**config.mk**
```make
export PLATFORM = sky130hd
export DESIGN_NAME = ppu_top
export DESIGN_NICKNAME = d
export VERILOG_FILES = /design/src/design/ppu_pkg.sv /design/src/design/palette_bus_if.sv /design/src/design/vga_timing.sv /design/src/design/ppu_cpu_regs.sv /design/src/design/palette_ram.sv /design/src/design/video_out.sv /design/src/design/ppu_top.sv
export SDC_FILE = /design/constraint.sdc
export NUM_CORES = 1
export LEC_CHECK = 0
export BUFFER_PORTS_ARGS = -buffer_cell sky130_fd_sc_hd__buf_4
export CAP_MARGIN = 0
export CORE_MARGIN = 1
export CORE_UTILIZATION = 25
export DETAILED_ROUTE_END_ITERATION = 8
export PLACE_DENSITY = 0.38
export SLEW_MARGIN = 5
export SYNTH_ARGS = -nofsm -noshare
export SYNTH_HDL_FRONTEND = slang
export SYNTH_SLANG_ARGS = --single-unit
```
**constraint.sdc**
```tcl
create_clock -name vga_clk -period 3.1 [get_ports vga_clk]
set_clock_uncertainty 0.1 [all_clocks]
set_input_delay 0.31 -clock vga_clk [delete_from_list [all_inputs] [get_ports vga_clk]]
set_output_delay 0.31 -clock vga_clk [all_outputs]
set_load 0.02 [all_outputs]
```
**src/design/ppu_pkg.sv**
```systemverilog
package ppu_pkg;

	typedef logic [2:0] reg_offset_t;
	typedef logic [13:0] vram_addr_t;
	typedef logic [4:0] pal_index_t;
	typedef logic [5:0] sys_color_t;
	typedef logic [3:0] rgb4_t;

	localparam reg_offset_t REG_CTRL = 3'd0;
	localparam reg_offset_t REG_MASK = 3'd1;
	localparam reg_offset_t REG_STATUS = 3'd2;
	localparam reg_offset_t REG_ADDR = 3'd6;
	localparam reg_offset_t REG_DATA = 3'd7;

	localparam vram_addr_t PALETTE_BASE = 14'h3F00;	// Palette window runs to 3FFF

	typedef union packed {
		logic [7:0] raw;	// As written by the CPU
		struct packed {
			logic nmi_enable;
			logic [1:0] ms_size;	// Master/slave and sprite size, not used here
			logic [1:0] pattern;	// Pattern table selects, not used here
			logic increment_32;
			logic [1:0] nt_select;
		} f;
	} ppu_ctrl_u;

	// Standard NES system palette, 8 bits per channel as R, G, B
	localparam logic [23:0] SYS_COLORS [64] = '{
		24'h545454, 24'h001E74, 24'h081090, 24'h300088,
		24'h440064, 24'h5C0030, 24'h540400, 24'h3C1800,
		24'h202A00, 24'h083A00, 24'h004000, 24'h003C00,
		24'h00323C, 24'h000000, 24'h000000, 24'h000000,
		24'h989698, 24'h084CC4, 24'h3032EC, 24'h5C1EE4,
		24'h8814B0, 24'hA01464, 24'h982220, 24'h783C00,
		24'h545A00, 24'h287200, 24'h087C00, 24'h007628,
		24'h006678, 24'h000000, 24'h000000, 24'h000000,
		24'hECEEEC, 24'h4C9AEC, 24'h787CEC, 24'hB062EC,
		24'hE454EC, 24'hEC58B4, 24'hEC6A64, 24'hD48820,
		24'hA0AA00, 24'h74C400, 24'h4CD020, 24'h38CC6C,
		24'h38B4CC, 24'h3C3C3C, 24'h000000, 24'h000000,
		24'hECEEEC, 24'hA8CCEC, 24'hBCBCEC, 24'hD4B2EC,
		24'hECAEEC, 24'hECAED4, 24'hECB4B0, 24'hE4C490,
		24'hCCD278, 24'hB4DE78, 24'hA8E290, 24'h98E2B4,
		24'hA0D6E4, 24'hA0A2A0, 24'h000000, 24'h000000
	};

	// Returns {r, g, b}, top nibble of each channel
	function automatic logic [11:0] sys_color_rgb4(input sys_color_t color);
		logic [23:0] full;
		full = SYS_COLORS[color];
		return {full[23:20], full[15:12], full[7:4]};
	endfunction

endpackage

```
**src/design/palette_bus_if.sv**
```systemverilog
`timescale 1ns/1ps

interface palette_bus_if;
	import ppu_pkg::*;

	pal_index_t index;
	sys_color_t wdata;
	logic we;
	logic re;	// Data-register read of the palette window
	sys_color_t rdata;

	modport regs (
		output index, wdata, we, re,
		input rdata
	);

	modport ram (
		input index, wdata, we, re,
		output rdata
	);

endinterface

```
**src/design/vga_timing.sv**
```systemverilog
`timescale 1ns/1ps

module vga_timing #(
	parameter int H_ACTIVE = 640,
	parameter int H_FRONT = 16,
	parameter int H_SYNC = 96,
	parameter int H_BACK = 48,
	parameter int V_ACTIVE = 480,
	parameter int V_FRONT = 10,
	parameter int V_SYNC = 2,
	parameter int V_BACK = 33
) (
	input logic vga_clk,
	input logic arst_n,
	output logic hs,
	output logic vs,
	output logic h_blank,
	output logic v_blank,
	output logic vblank_start
);

	localparam int H_TOTAL = H_ACTIVE + H_FRONT + H_SYNC + H_BACK;
	localparam int V_TOTAL = V_ACTIVE + V_FRONT + V_SYNC + V_BACK;
	localparam int HW = $clog2(H_TOTAL);
	localparam int VW = $clog2(V_TOTAL);

	localparam logic [HW-1:0] H_LAST = HW'(H_TOTAL - 1);
	localparam logic [HW-1:0] H_BLANK_ON = HW'(H_ACTIVE);
	localparam logic [HW-1:0] H_SYNC_ON = HW'(H_ACTIVE + H_FRONT);
	localparam logic [HW-1:0] H_SYNC_OFF = HW'(H_ACTIVE + H_FRONT + H_SYNC);
	localparam logic [VW-1:0] V_LAST = VW'(V_TOTAL - 1);
	localparam logic [VW-1:0] V_BLANK_ON = VW'(V_ACTIVE);
	localparam logic [VW-1:0] V_SYNC_ON = VW'(V_ACTIVE + V_FRONT);
	localparam logic [VW-1:0] V_SYNC_OFF = VW'(V_ACTIVE + V_FRONT + V_SYNC);

	logic [HW-1:0] h_cnt;
	logic [VW-1:0] v_cnt;

	always_ff @(posedge vga_clk or negedge arst_n) begin
		if (!arst_n) begin
			h_cnt <= '0;
			v_cnt <= '0;
		end else if (h_cnt == H_LAST) begin
			h_cnt <= '0;
			v_cnt <= (v_cnt == V_LAST) ? '0 : v_cnt + 1'b1;	// Frame wrap
		end else begin
			h_cnt <= h_cnt + 1'b1;
		end
	end

	assign hs = !(h_cnt >= H_SYNC_ON && h_cnt < H_SYNC_OFF);	// Active low
	assign vs = !(v_cnt >= V_SYNC_ON && v_cnt < V_SYNC_OFF);
	assign h_blank = h_cnt >= H_BLANK_ON;
	assign v_blank = v_cnt >= V_BLANK_ON;
	assign vblank_start = (v_cnt == V_BLANK_ON) && (h_cnt == '0);

	a_cnt_range: assert property (@(posedge vga_clk) disable iff (!arst_n)
		h_cnt <= H_LAST && v_cnt <= V_LAST);

endmodule

```
**src/design/ppu_cpu_regs.sv**
```systemverilog
`timescale 1ns/1ps

module ppu_cpu_regs (
	input logic vga_clk,
	input logic arst_n,
	input ppu_pkg::reg_offset_t reg_addr,
	input logic [7:0] reg_din,
	input logic reg_wr,
	input logic reg_rd,
	input logic vblank_start,
	input logic v_blank,
	palette_bus_if.regs pal,
	output logic [7:0] reg_dout,
	output logic nmi,
	output logic grey
);
	import ppu_pkg::*;

	ppu_ctrl_u ctrl;
	logic [7:0] mask;
	logic w_latch;
	logic [5:0] addr_hi;	// First byte of the two-write address
	vram_addr_t vram_addr;
	logic [4:0] last_wr;	// Low bits of the last byte on the bus
	logic status_vbl;
	logic v_blank_q;

	logic in_pal;
	logic data_wr;
	logic data_rd;
	logic status_rd;
	logic v_blank_fall;

	assign in_pal = vram_addr >= PALETTE_BASE;
	assign data_wr = reg_wr && (reg_addr == REG_DATA);
	assign data_rd = reg_rd && (reg_addr == REG_DATA);
	assign status_rd = reg_rd && (reg_addr == REG_STATUS);
	assign v_blank_fall = v_blank_q && !v_blank;

	assign pal.index = vram_addr[4:0];
	assign pal.wdata = reg_din[5:0];
	assign pal.we = data_wr && in_pal;	// Outside the window, writes go nowhere
	assign pal.re = data_rd && in_pal;

	always_ff @(posedge vga_clk or negedge arst_n) begin
		if (!arst_n) begin
			ctrl <= '0;
			mask <= '0;
			w_latch <= 1'b0;
			addr_hi <= '0;
			vram_addr <= '0;
			last_wr <= '0;
		end else begin
			if (reg_wr) begin
				last_wr <= reg_din[4:0];
				case (reg_addr)
					REG_CTRL: ctrl.raw <= reg_din;
					REG_MASK: mask <= reg_din;
					REG_ADDR: begin
						if (!w_latch) begin
							addr_hi <= reg_din[5:0];
						end else begin
							vram_addr <= {addr_hi, reg_din};
						end
						w_latch <= !w_latch;
					end
					default: ;
				endcase
			end
			if (data_wr || data_rd) begin
				vram_addr <= vram_addr + (ctrl.f.increment_32 ? 14'd32 : 14'd1);
			end
			if (status_rd) begin
				w_latch <= 1'b0;
			end
		end
	end

	// Set wins over a status read landing on the same edge
	always_ff @(posedge vga_clk or negedge arst_n) begin
		if (!arst_n) begin
			status_vbl <= 1'b0;
			v_blank_q <= 1'b0;
		end else begin
			v_blank_q <= v_blank;
			if (vblank_start) begin
				status_vbl <= 1'b1;
			end else if (status_rd || v_blank_fall) begin
				status_vbl <= 1'b0;
			end
		end
	end

	always_ff @(posedge vga_clk or negedge arst_n) begin
		if (!arst_n) begin
			reg_dout <= '0;
		end else if (reg_rd) begin
			case (reg_addr)
				REG_STATUS: reg_dout <= {status_vbl, 2'b00, last_wr};
				REG_DATA: reg_dout <= in_pal ? {2'b00, pal.rdata} : 8'h00;	// No read buffer
				default: reg_dout <= 8'h00;
			endcase
		end
	end

	assign nmi = status_vbl && ctrl.f.nmi_enable;
	assign grey = mask[0];

	a_wr_rd_excl: assert property (@(posedge vga_clk) disable iff (!arst_n)
		!(reg_wr && reg_rd));

endmodule

```
**src/design/palette_ram.sv**
```systemverilog
`timescale 1ns/1ps

module palette_ram (
	input logic vga_clk,
	input logic arst_n,
	palette_bus_if.ram pal,
	output ppu_pkg::sys_color_t backdrop
);
	import ppu_pkg::*;

	sys_color_t mem [32];
	pal_index_t addr_f;

	// Sprite entries 0 of each group alias the background ones
	always_comb begin
		addr_f = pal.index;
		if (pal.index[1:0] == 2'b00) begin
			addr_f = {1'b0, pal.index[3:0]};
		end
	end

	always_ff @(posedge vga_clk or negedge arst_n) begin
		if (!arst_n) begin
			for (int i = 0; i < 32; i++) begin
				mem[i] <= '0;
			end
		end else if (pal.we) begin
			mem[addr_f] <= pal.wdata;
		end
	end

	assign pal.rdata = mem[addr_f];
	assign backdrop = mem[0];	// Universal background colour

	a_we_re_excl: assert property (@(posedge vga_clk) disable iff (!arst_n)
		!(pal.we && pal.re));

endmodule

```
**src/design/video_out.sv**
```systemverilog
`timescale 1ns/1ps

module video_out (
	input logic vga_clk,
	input logic arst_n,
	input ppu_pkg::sys_color_t backdrop,
	input logic grey,
	input logic h_blank,
	input logic v_blank,
	output ppu_pkg::rgb4_t vga_r,
	output ppu_pkg::rgb4_t vga_g,
	output ppu_pkg::rgb4_t vga_b
);
	import ppu_pkg::*;

	sys_color_t color;
	logic [11:0] rgb;

	assign color = grey ? (backdrop & 6'h30) : backdrop;	// Greyscale keeps column 0
	assign rgb = sys_color_rgb4(color);

	always_ff @(posedge vga_clk or negedge arst_n) begin
		if (!arst_n) begin
			vga_r <= '0;
			vga_g <= '0;
			vga_b <= '0;
		end else if (h_blank || v_blank) begin
			vga_r <= '0;
			vga_g <= '0;
			vga_b <= '0;
		end else begin
			vga_r <= rgb[11:8];
			vga_g <= rgb[7:4];
			vga_b <= rgb[3:0];
		end
	end

endmodule

```
**src/design/ppu_top.sv**
```systemverilog
`timescale 1ns/1ps

module ppu_top #(
	parameter int H_ACTIVE = 640,
	parameter int H_FRONT = 16,
	parameter int H_SYNC = 96,
	parameter int H_BACK = 48,
	parameter int V_ACTIVE = 480,
	parameter int V_FRONT = 10,
	parameter int V_SYNC = 2,
	parameter int V_BACK = 33
) (
	input logic vga_clk,
	input logic arst_n,
	input ppu_pkg::reg_offset_t reg_addr,
	input logic [7:0] reg_din,
	input logic reg_wr,
	input logic reg_rd,
	output logic [7:0] reg_dout,
	output logic nmi,
	output ppu_pkg::rgb4_t vga_r,
	output ppu_pkg::rgb4_t vga_g,
	output ppu_pkg::rgb4_t vga_b,
	output logic vga_hs,
	output logic vga_vs
);
	import ppu_pkg::*;

	logic h_blank;
	logic v_blank;
	logic vblank_start;
	logic grey;
	sys_color_t backdrop;

	palette_bus_if pal_bus ();

	vga_timing #(
		.H_ACTIVE(H_ACTIVE), .H_FRONT(H_FRONT), .H_SYNC(H_SYNC), .H_BACK(H_BACK),
		.V_ACTIVE(V_ACTIVE), .V_FRONT(V_FRONT), .V_SYNC(V_SYNC), .V_BACK(V_BACK)
	) u_timing (
		.vga_clk(vga_clk),
		.arst_n(arst_n),
		.hs(vga_hs),
		.vs(vga_vs),
		.h_blank(h_blank),
		.v_blank(v_blank),
		.vblank_start(vblank_start)
	);

	ppu_cpu_regs u_regs (
		.vga_clk(vga_clk),
		.arst_n(arst_n),
		.reg_addr(reg_addr),
		.reg_din(reg_din),
		.reg_wr(reg_wr),
		.reg_rd(reg_rd),
		.vblank_start(vblank_start),
		.v_blank(v_blank),
		.pal(pal_bus.regs),
		.reg_dout(reg_dout),
		.nmi(nmi),
		.grey(grey)
	);

	palette_ram u_palette (
		.vga_clk(vga_clk),
		.arst_n(arst_n),
		.pal(pal_bus.ram),
		.backdrop(backdrop)
	);

	video_out u_video (
		.vga_clk(vga_clk),
		.arst_n(arst_n),
		.backdrop(backdrop),
		.grey(grey),
		.h_blank(h_blank),
		.v_blank(v_blank),
		.vga_r(vga_r),
		.vga_g(vga_g),
		.vga_b(vga_b)
	);

endmodule

```
# Yosys cells after proc, flatten, opt, wreduce, memory -nomap -nowiden
# Memories as Yosys holds them, arrays and structs flattened.
# Cells that the tools add are included.
# Widths: inputs -> output; s select.
# word_totals
register_bits	269
mem_bits_ro	1536
output_inout_bits	23
elab_cells	128
n_memories	1
# memory_table
name	words	width	rd	rd_clocked_by_memory_dff	write_ports	line	rtl
(name not given)	64	24	1	0	0	ppu_pkg.sv:51	full = SYS_COLORS[color];
# classes
addsub	3
order_cmp	10
eq_ne	7
mux	27
bitwise_logic	3
reduce_logical	31
# op_table
cell	n
$bwmux 192	1
$mux 14	4
$mux 24	2
$bmux 6 s5	1
$demux 6 s5	1
$mux 6	5
$add 10x1->10 const B	2
$eq 10x10->1 const B	2
$ge 10x10->1 const B	2
$ge 10x9->1 const B	2
$mux 10	2
$mux 4	4
$pmux 8 s2	1
$add 14x14->14	1
$ge 14x14->1 const B	1
$reduce_bool 2->1	6
$eq 10x9->1 const B	1
$logic_and 1x1->1	10
$logic_not 10->1	1
$lt 10x10->1 const B	1
$lt 10x9->1 const B	1
$ge 7x7->1 const B	1
$not 6->7	1
$eq 3x3->1 const B	2
other kinds (14)	26

# Depth between registers and ports, before layout
# Gate-level depths: netlist of run 1.
# logic_depth
depth_word	8
depth_mapped	11
mapped_depth_nobuf	9

# Hierarchy
# A second synthesis of run 1 with hierarchy kept.
# hier_totals
cells_unflattened	1056
hier_area_um2	12808.5
# modules_own_cells
mod	instances	cells_per_inst	area_per_inst_um2	seq_area_each_um2
palette_ram	1	540	8065.2	4204.0
ppu_cpu_regs	1	198	2013.2	950.9
video_out	1	206	1647.8	300.3
vga_timing	1	112	1082.3	500.5

# Worst setup path after synthesis of run 1
# OpenSTA, ideal clock, no wires.
# synth_timing
path_type	reg-to-reg
start	reg u_regs.mask[0]
end	reg u_video.vga_g[0]
setup_time_ps	86
arrival_ps	2387
path_slack_ps	526
stages_incl_launch_ff	12
path_buffers	3
synth_period_minus_slack_ps	2574
path_cell_list	dfrtp_1 > clkbuf_1 > clkbuf_1 > nor2_1 > inv_1 > ha_1 > clkbuf_1 > and2_1 > a21oi_1 > a2111oi_0 > a311oi_1 > nor3_1
# synth_between
elab_chain_len	6
# synth_lines
item	line	rtl
start, declared	ppu_cpu_regs.sv:20	logic [7:0] mask;
start signal, assigned	ppu_cpu_regs.sv:58	REG_MASK: mask <= reg_din;
$mux 4	video_out.sv:19	assign color = grey ? (backdrop & 6'h30) : backdrop;
$not 6->7 (not written as such)	ppu_pkg.sv:51	
$mem_v2 64x24	--	
$mux 24 (not written as such) (2 in series)	ppu_pkg.sv:51	
$mux 4	video_out.sv:27	end else if (h_blank || v_blank) begin
end signal, assigned	video_out.sv:33	vga_g <= rgb[7:4];
end, declared	video_out.sv:11	output ppu_pkg::rgb4_t vga_g,
# Every way passes these cells. The select of a mux whose other input is x is not followed.
# A chain may end at the register's enable or synchronous reset.

# Worst setup path after layout of run 1
# layout_timing
start	reg u_palette.mem, in the netlist u_palette.backdrop[0]
end	reg u_video.vga_b[2]
# layout_between
elab_chain_len	6
# layout_lines
item	line	rtl
start, declared	palette_ram.sv:11	sys_color_t mem [32];
start signal, assigned by index	palette_ram.sv:28	mem[addr_f] <= pal.wdata;
$mux 4	video_out.sv:19	
$not 6->7 (not written as such)	ppu_pkg.sv:51	
$mem_v2 64x24	--	
$mux 24 (not written as such) (2 in series)	ppu_pkg.sv:51	
$mux 4	video_out.sv:27	
end signal, assigned	video_out.sv:34	vga_b <= rgb[3:0];
end, declared	video_out.sv:12	output ppu_pkg::rgb4_t vga_b
# Every way passes these cells. The select of a mux whose other input is x is not followed.

==> impl_metrics.py, run 1 <==
metrics = {
    "setup_path": {
        "cp_common_cell": "inv_1",
        "arrival_ns": 2.94,
        "cp_top_family": "compound AO/OA/AOI/OAI gates",
        "required_ns": 3.41,
        "critPathMaxStageDelay_ns": 0.52,
        "worst-path-max-fanout": 10,
        "critPathLaunchType": "register",
        "r2r-start": "u_palette.backdrop[0]$_DFFE_PN0P_",
        "cp_cell_sequence": "inv_1, nor2_1, inv_1, ha_1, nand2b_1, o211ai_1, o21ai_0, a2111oi_0, a211oi_1",
        "reg2reg_setup_slack_ns": 0.47,
        "reg2reg_to": "u_video.vga_b[2]$_DFF_PN0_",
        "critPathCaptureType": "register",
        "cp.buffers_inverters": 2,
        "critPathSlowestCell": "a2111oi_0",
        "ff2ff_path_depth": 9,
        "path_class": "register to register",
    },
    "cells_and_area": {
        "antenna_cells": 0,
        "fin_util": 0.300,
        "drive_above_1_share": 0.353,
        "nets": 1098,
        "syn_to_final_growth_pct": 18.0,
    },
    "hold_path": {
        "hold_end": "u_regs.ctrl[2]$_DFFE_PN0P_",
        "hold_path_class": "input pin to register",
        "min_path_cells": 3,
        "hp-start": "reg_din[2]",
    },
    "global_route": {
        "grt_max_degree": 80,
        "antenna_found_initial": 0,
        "grt_pass1_wl_um": 55500,
        "grt_pass1_vias": 8700,
        "grt_usage": 0.145,
        "grt_overflow": 0,
    },
    "synthesis": {
        "synth_edf_count": 0,
        "ys_seq_area_frac": 0.489,
        "synthTopCellsByCount": "dfrtp_1 (238), mux2_2 (207), nand2_1 (74), clkbuf_1 (55), nor2_1 (46)",
        "synth_seq_cells": 238,
        "synth.avg_cell_area_um2": 11.9,
        "mappedNetlistNets": 1055,
        "yosysWarnings": 0,
        "synth_area_leaders": "dfrtp_1 (49%), mux2_2 (19%), mux4_2 (5.4%), nand2_1 (2.3%), a22oi_1 (1.9%)",
        "synth_most_common_cell": "dfrtp_1",
        "yosysTopAreaCell": "dfrtp_1",
        "syn-cell-area_um2": 12200,
        "ys.flop_type": "dfrtp_1",
        "async_reset_ff_frac": 1.00,
        "yosys.cell_types.count": 72,
        "yosysTopAreaCellShare": 0.489,
        "synth_cells": 1023,
    },
    "power": {
        "powerDensity_nw_per_um2": 597,
        "p_leak_nw": 6.46,
        "ir_drop_v": 0.000394,
    },
    "routing": {
        "drt-total-wl_um": 35400,
        "drc": 0,
        "routedWlPerCell_um": 20.8,
        "dr.pass1.iters": 5,
        "postRouteAntennaNets": 0,
        "drt_iter0_markers": 525,
        "viasPerCell": 4.97,
        "vias": 8462,
    },
    "timing": {
        "fmax_mhz": 381,
        "final.min_clock_period_ns": 2.63,
        "setup_viol": 0,
        "tns_ns": 0,
        "final_max_slew_viol_count": 0,
        "relSlewSlack": 0.509,
        "rsz0062_at_grt": "false",
        "tightest_slew_ns": 0.732,
        "fin_crit_sh": 0.847,
        "hold_viol_final": 0,
    },
    "cts": {
        "clockRootBuffer": "clkbuf_16",
        "clkTransAtPathRegs_ns": 0.06,
        "cts_tree": "yes",
        "cts_buffers": 29,
        "clockBufferDepth": 3,
        "clock_sinks": 238,
        "htreeDepth": 1,
        "cts_resized": 0,
        "worst_skew_pair.late_latency_ns": 0.56,
    },
    "die": {
        "die_w_um": 223,
        "die_area_um2": 49600,
        "core_area_um2": 47800,
        "rows": 80,
        "initial_core_util": 0.254,
        "io_pins": 38,
        "die_h_um": 223,
    },
    "placed_design": {
        "io_buffers": 36,
        "dp.final_hpwl_um": 23400,
        "gp_congestion": 0.834,
    },
    "outcome": {
        "status": "finished clean",
    },
    "job": {
        "maxCapViolCount": 0,
    },
}
==> cell type report <==
cell class | count | area (µm²)
flip-flops and latches | 238 | 5960
clock buffers | 37 | 816
fillers | 4896 | 33500
clock inverters | 17 | 175
multi-input cells | 693 | 5860
well taps | 615 | 769
inverters | 21 | 78.8
repair buffers | 83 | 711
==> power breakdown <==
group / switching (mW) / internal, mW / leakage [nW]
Clock: 1.41 / 2.10 / 0.490
Sequential: 0.218 / 3.27 / 3.22
Combinational: 0.966 / 0.615 / 2.75
Total: 2.59 / 5.99 / 6.46
==> kinds of logic (layout without fill, tap and decap cells) <==
logic type                 Yosys count  after routing  synth area share
and+or+nand+nor                    240            240             0.102
muxes                              239            239             0.248
DFF                                238            238             0.489
AOI/OAI and AO/OA                  184            184             0.106
buffers and inverters               92            158            0.0296
adders and majority gates           17             17            0.0175
xor gates and xnor gates            12             12           0.00863
other                                1              1          0.000308
==> flip-flops by register name (all words and copies together) (netlist names), 4 cells and up <==
register,cells
u_regs.addr_hi,6
u_regs.vram_addr,14
u_timing.v_cnt,10
u_timing.h_cnt,10
u_regs.reg_dout,7
u_video.vga_g,4
u_palette.mem,162
u_palette.backdrop,6
u_video.vga_b,4
u_regs.last_wr,5
u_video.vga_r,4
==> layout by cell type (no fill, tap or decap), types with 5 or more instances in the layout <==
cell type,instances
a211oi_1,12
a21oi_1,32
a221oi_1,12
a22oi_1,31
and2_1,8
and3_1,9
buf_12,5
buf_4,70
clkbuf_16,29
clkbuf_8,6
clkinv_2,9
dfrtp_1,236
dlygate4sd3_1,7
ha_1,17
inv_1,18
mux2_2,207
mux4_2,29
nand2_1,74
nand2b_1,16
nand3_1,16
nand4_1,8
nor2_1,46
nor2b_1,16
nor3_1,11
nor3_2,5
nor4_1,5
o211ai_1,9
o21ai_0,30
o22ai_1,7
or2_2,5
xnor2_1,5
xor2_1,7
==> routing by layer <==
| metal | part of all wire | global-route usage | wire length (µm) | up-vias |
|---|---|---|---|---|
| met5 | 0 | 0 | 0 | - |
| met3 | 0.035 | 0.0218 | 1250 | 43 |
| li1 | - | - | - | 3884 |
| met4 | 0.020 | 0.0323 | 719 | 0 |
| met1 | 0.48 | 0.207 | 17000 | 4366 |
| met2 | 0.47 | 0.230 | 16500 | 169 |
==> worst register-to-register path, delay by kind of cell, from the launching register on <==
family          cells  cell delay, ns
compound gates      4            0.84
simple gates        2            0.50
flops               1            0.45
fa+ha+maj           1            0.32
buf+inv             2            0.27
==> stage by stage <==
stage	setup slack [ns]	area, µm²	instances	hold WS, ns	power, mW
3_3_place_gp	0.490	13300	1643	0.280	5.15
3_5_place_dp	0.544	13300	1643	0.280	5.14
5_1_grt	0.346	14400	1704	0.134	9.00
6_report	0.474	14400	1704	0.116	8.58
2_1_floorplan	0.526	12200	1023	-0.0856	4.45
4_1_cts	0.498	14400	1704	0.0914	8.74
==> worst max path at each step <==
stage                                      start                          to  slack [ns]  depth (start not counted)
2_1_floorplan         u_regs.mask[0]$_DFFE_PN0P_  u_video.vga_g[0]$_DFF_PN0_        0.53                         11
3_3_place_gp   u_palette.backdrop[0]$_DFFE_PN0P_  u_video.vga_b[2]$_DFF_PN0_        0.49                          9
3_5_place_dp   u_palette.backdrop[0]$_DFFE_PN0P_  u_video.vga_b[2]$_DFF_PN0_        0.54                          9
4_1_cts            u_timing.v_cnt[5]$_DFFE_PN0N_                      vga_vs        0.50                          4
5_1_grt        u_palette.backdrop[0]$_DFFE_PN0P_  u_video.vga_b[2]$_DFF_PN0_        0.35                          9
6_report       u_palette.backdrop[0]$_DFFE_PN0P_  u_video.vga_b[2]$_DFF_PN0_        0.47                          9
==> repair_timing <==
item,CTS,global route
hold buffers,7,0
endpoints found under the hold margin,78,0
setup buffers,0,0
Power figures use the tool's default switching activity.
==> inputs of run 2 (changes only) <==
--- a/config.mk
+++ b/config.mk
@@ -10,7 +10,7 @@
 export CORE_MARGIN = 1
 export CORE_UTILIZATION = 25
 export DETAILED_ROUTE_END_ITERATION = 8
-export PLACE_DENSITY = 0.38
+export PLACE_DENSITY = 0.39
 export SLEW_MARGIN = 5
 export SYNTH_ARGS = -nofsm -noshare
 export SYNTH_HDL_FRONTEND = slang
==> constraint.sdc (replaced) <==
create_clock -name vga_clk -period 2.2 [get_ports vga_clk]
set_clock_uncertainty 0.1 [all_clocks]
set_input_delay 0.22 -clock vga_clk [delete_from_list [all_inputs] [get_ports vga_clk]]
set_output_delay 0.22 -clock vga_clk [all_outputs]
set_load 0.02 [all_outputs]
==> run 2 against run 1 <==
The flow now finishes with violations (negative setup slack). Clock power increased by 45%. Total power increased by 51%. Critical path depth decreased by 3. Critical path type unchanged. Critical endpoint is now u_timing.v_cnt[9]$_DFFE_PN0N_.
==> impl_metrics.py, run 2 (same netlist as run 1, synthesis figures left out) <==
metrics = {
    "cells_and_area": {
        "largest-register": "u_palette.mem",
        "mostFrequentLayoutCell": "dfrtp_1",
        "antenna_cells": 0,
        "drive_above_1_share": 0.450,
        "largest_reg_flops": 162,
        "fill_cells": 4810,
        "nets": 1195,
        "reg_top3": "u_palette.mem (162), u_regs.vram_addr (14)",
        "syn_to_final_growth_pct": 27.7,
        "layout_common_cells": "dfrtp_1 (235), mux2_2 (207), buf_4 (152), nand2_1 (66), nor2_1 (41)",
    },
    "power": {
        "p_leak_nw": 7.03,
        "clockPowerShare": 0.392,
        "powerDensity_nw_per_um2": 833,
        "p_int_mw": 9.13,
        "comb_power_share": 0.237,
        "ir_drop_v": 0.000603,
        "seq_power_share": 0.371,
        "p_switching_mw": 3.82,
        "p_sw_frac": 0.295,
        "finalPower_mw": 13.0,
    },
    "placed_design": {
        "dp.final_hpwl_um": 23300,
        "io_buffers": 36,
        "gp_congestion": 0.807,
    },
    "global_route": {
        "grt_usage": 0.144,
        "grt_pass1_wl_um": 55700,
        "use_met1": 0.210,
        "grt_pass1_vias": 9068,
        "grt_max_degree": 68,
        "use_met2": 0.225,
        "grt.met3_usage": 0.0180,
        "grt_most_used_layer": "met2",
        "grt_overflow": 0,
        "antenna_found_initial": 1,
    },
    "routing": {
        "postRouteAntennaNets": 0,
        "dr.pass1.iters": 5,
        "drt_iter0_markers": 566,
        "viasPerCell": 4.89,
        "routedWlPerCell_um": 19.7,
        "drc": 0,
        "vias": 8797,
        "drt-total-wl_um": 35500,
    },
    "setup_path": {
        "critPathMaxStageDelay_ns": 0.49,
        "worst-path-max-fanout": 2,
        "required_ns": 2.58,
        "critPathSlowestCell": "or4_4",
        "cp_top_family": "simple AND/OR/NAND/NOR gates",
        "path_class": "register to register",
        "cp.buffers_inverters": 0,
        "critPathLaunchType": "register",
        "cp_common_cell": "or4_4",
        "arrival_ns": 2.62,
        "critPathCaptureType": "register",
        "cp_cell_sequence": "ha_4, nand3_4, or4_4, or4_4, or3_1, a22oi_1",
    },
    "timing": {
        "fmax_mhz": 445,
        "fin_crit_sh": 1.02,
        "final.min_clock_period_ns": 2.25,
        "setup_viol": 2,
        "worst_slack_ns": -0.0468,
        "relSlewSlack": 0.661,
        "hold_viol_final": 0,
        "tightest_slew_ns": 0.502,
        "final_max_slew_viol_count": 0,
        "rsz0062_at_grt": "true",
        "hold_slack_ns": 0.0212,
    },
    "die": {
        "die_h_um": 223,
        "io_pins": 38,
        "rows": 80,
        "die_w_um": 223,
        "initial_core_util": 0.254,
        "core_area_um2": 47800,
        "die_area_um2": 49600,
    },
    "cts": {
        "htreeDepth": 1,
        "cts_buffers": 29,
        "clockRootBuffer": "clkbuf_16",
        "clkTransAtPathRegs_ns": 0.06,
        "clock_sinks": 238,
        "cts_tree": "yes",
        "worst_skew_pair.late_latency_ns": 0.57,
        "clockBufferDepth": 3,
    },
    "outcome": {
        "status": "finished with violations",
        "violations": "negative setup slack",
    },
    "hold_path": {
        "hold_path_class": "input pin to register",
    },
    "job": {
        "maxCapViolCount": 0,
    },
}
==> run 2: per-layer routing <==
| metal | wire, µm | vias up | part of all wire |
|---|---|---|---|
| met5 | 0 | - | 0 |
| met4 | 661 | 0 | 0.019 |
| met3 | 1210 | 45 | 0.034 |
| met2 | 16100 | 147 | 0.45 |
| met1 | 17600 | 4524 | 0.49 |
| li1 | - | 4081 | - |
==> run 2: area by class of cell <==
type | instances | area (µm²) | area share
Multi-Input combinational cell | 693 | 6120 | 0.393
Sequential cell | 238 | 5960 | 0.383
Timing Repair Buffer | 180 | 1600 | 0.103
Clock buffer | 41 | 851 | 0.0547
Tap cell | 615 | 769 | 0.0495
Clock inverter | 12 | 170 | 0.0109
Inverter | 21 | 78.8 | 0.00507
==> run 2: worst paths after layout <==
kind / to / startpoint / slack [ns] / depth (start not counted)
min reg2reg: u_palette.mem[106]$_DFFE_PN0P_ / u_palette.mem[106]$_DFFE_PN0P_ / 0.40 / 1
max: u_timing.v_cnt[9]$_DFFE_PN0N_ / u_timing.h_cnt[0]$_DFF_PN0_ / -0.05 / 6
min in group asynchronous: u_video.vga_b[3]$_DFF_PN0_ / arst_n / 0.05 / 2
max reg2reg: u_timing.v_cnt[9]$_DFFE_PN0N_ / u_timing.h_cnt[0]$_DFF_PN0_ / -0.05 / 6
min: u_regs.ctrl[2]$_DFFE_PN0P_ / reg_din[2] / 0.02 / 3
max in group asynchronous: u_palette.mem[163]$_DFFE_PN0P_ / arst_n / 1.23 / 3
==> run 2: stage by stage <==
step | cells | worst slack [ns] | util | TNS, ns | cell area (µm²)
finish | 1800 | -0.0468 | 0.325 | -0.0663 | 15500
floorplan | 1023 | -0.0912 | - | -0.0912 | 12200
global route | 1800 | -0.123 | 0.325 | -0.535 | 15500
CTS | 1793 | -0.0993 | 0.320 | -0.448 | 15300
detailed placement | 1722 | -0.0976 | 0.293 | -0.480 | 14000
global placement | 1722 | -0.205 | 0.293 | -0.781 | 14000
==> run 2: timing repair <==
action | CTS | global route
resized for setup | 23 | 48
buffers inserted | 9 | 6
pin swaps | 1 | 18
setup endpoints to repair | 32 | 88
gates cloned | 2 | 1
hold endpoints to repair | 249 | 0
hold buffers | 7 | 0
==> run 2: power by group through the flow <==
stage / registers [mW] / clock network [mW] / logic (mW)
3_3_place_gp: 4.90 / 0 / 2.66
2_1_floorplan: 4.83 / 0 / 1.47
5_1_grt: 4.84 / 5.42 / 3.30
3_5_place_dp: 4.89 / 0 / 2.65
4_1_cts: 4.80 / 5.27 / 2.97
6_report: 4.81 / 5.08 / 3.07
==> run 2: worst register-to-register path: cells and delay by family, from the launching register on <==
kind            cells  cell delay (ns)
simple gates        4             1.37
compound gates      1             0.13
flops               1             0.40
fa+ha+maj           1             0.17
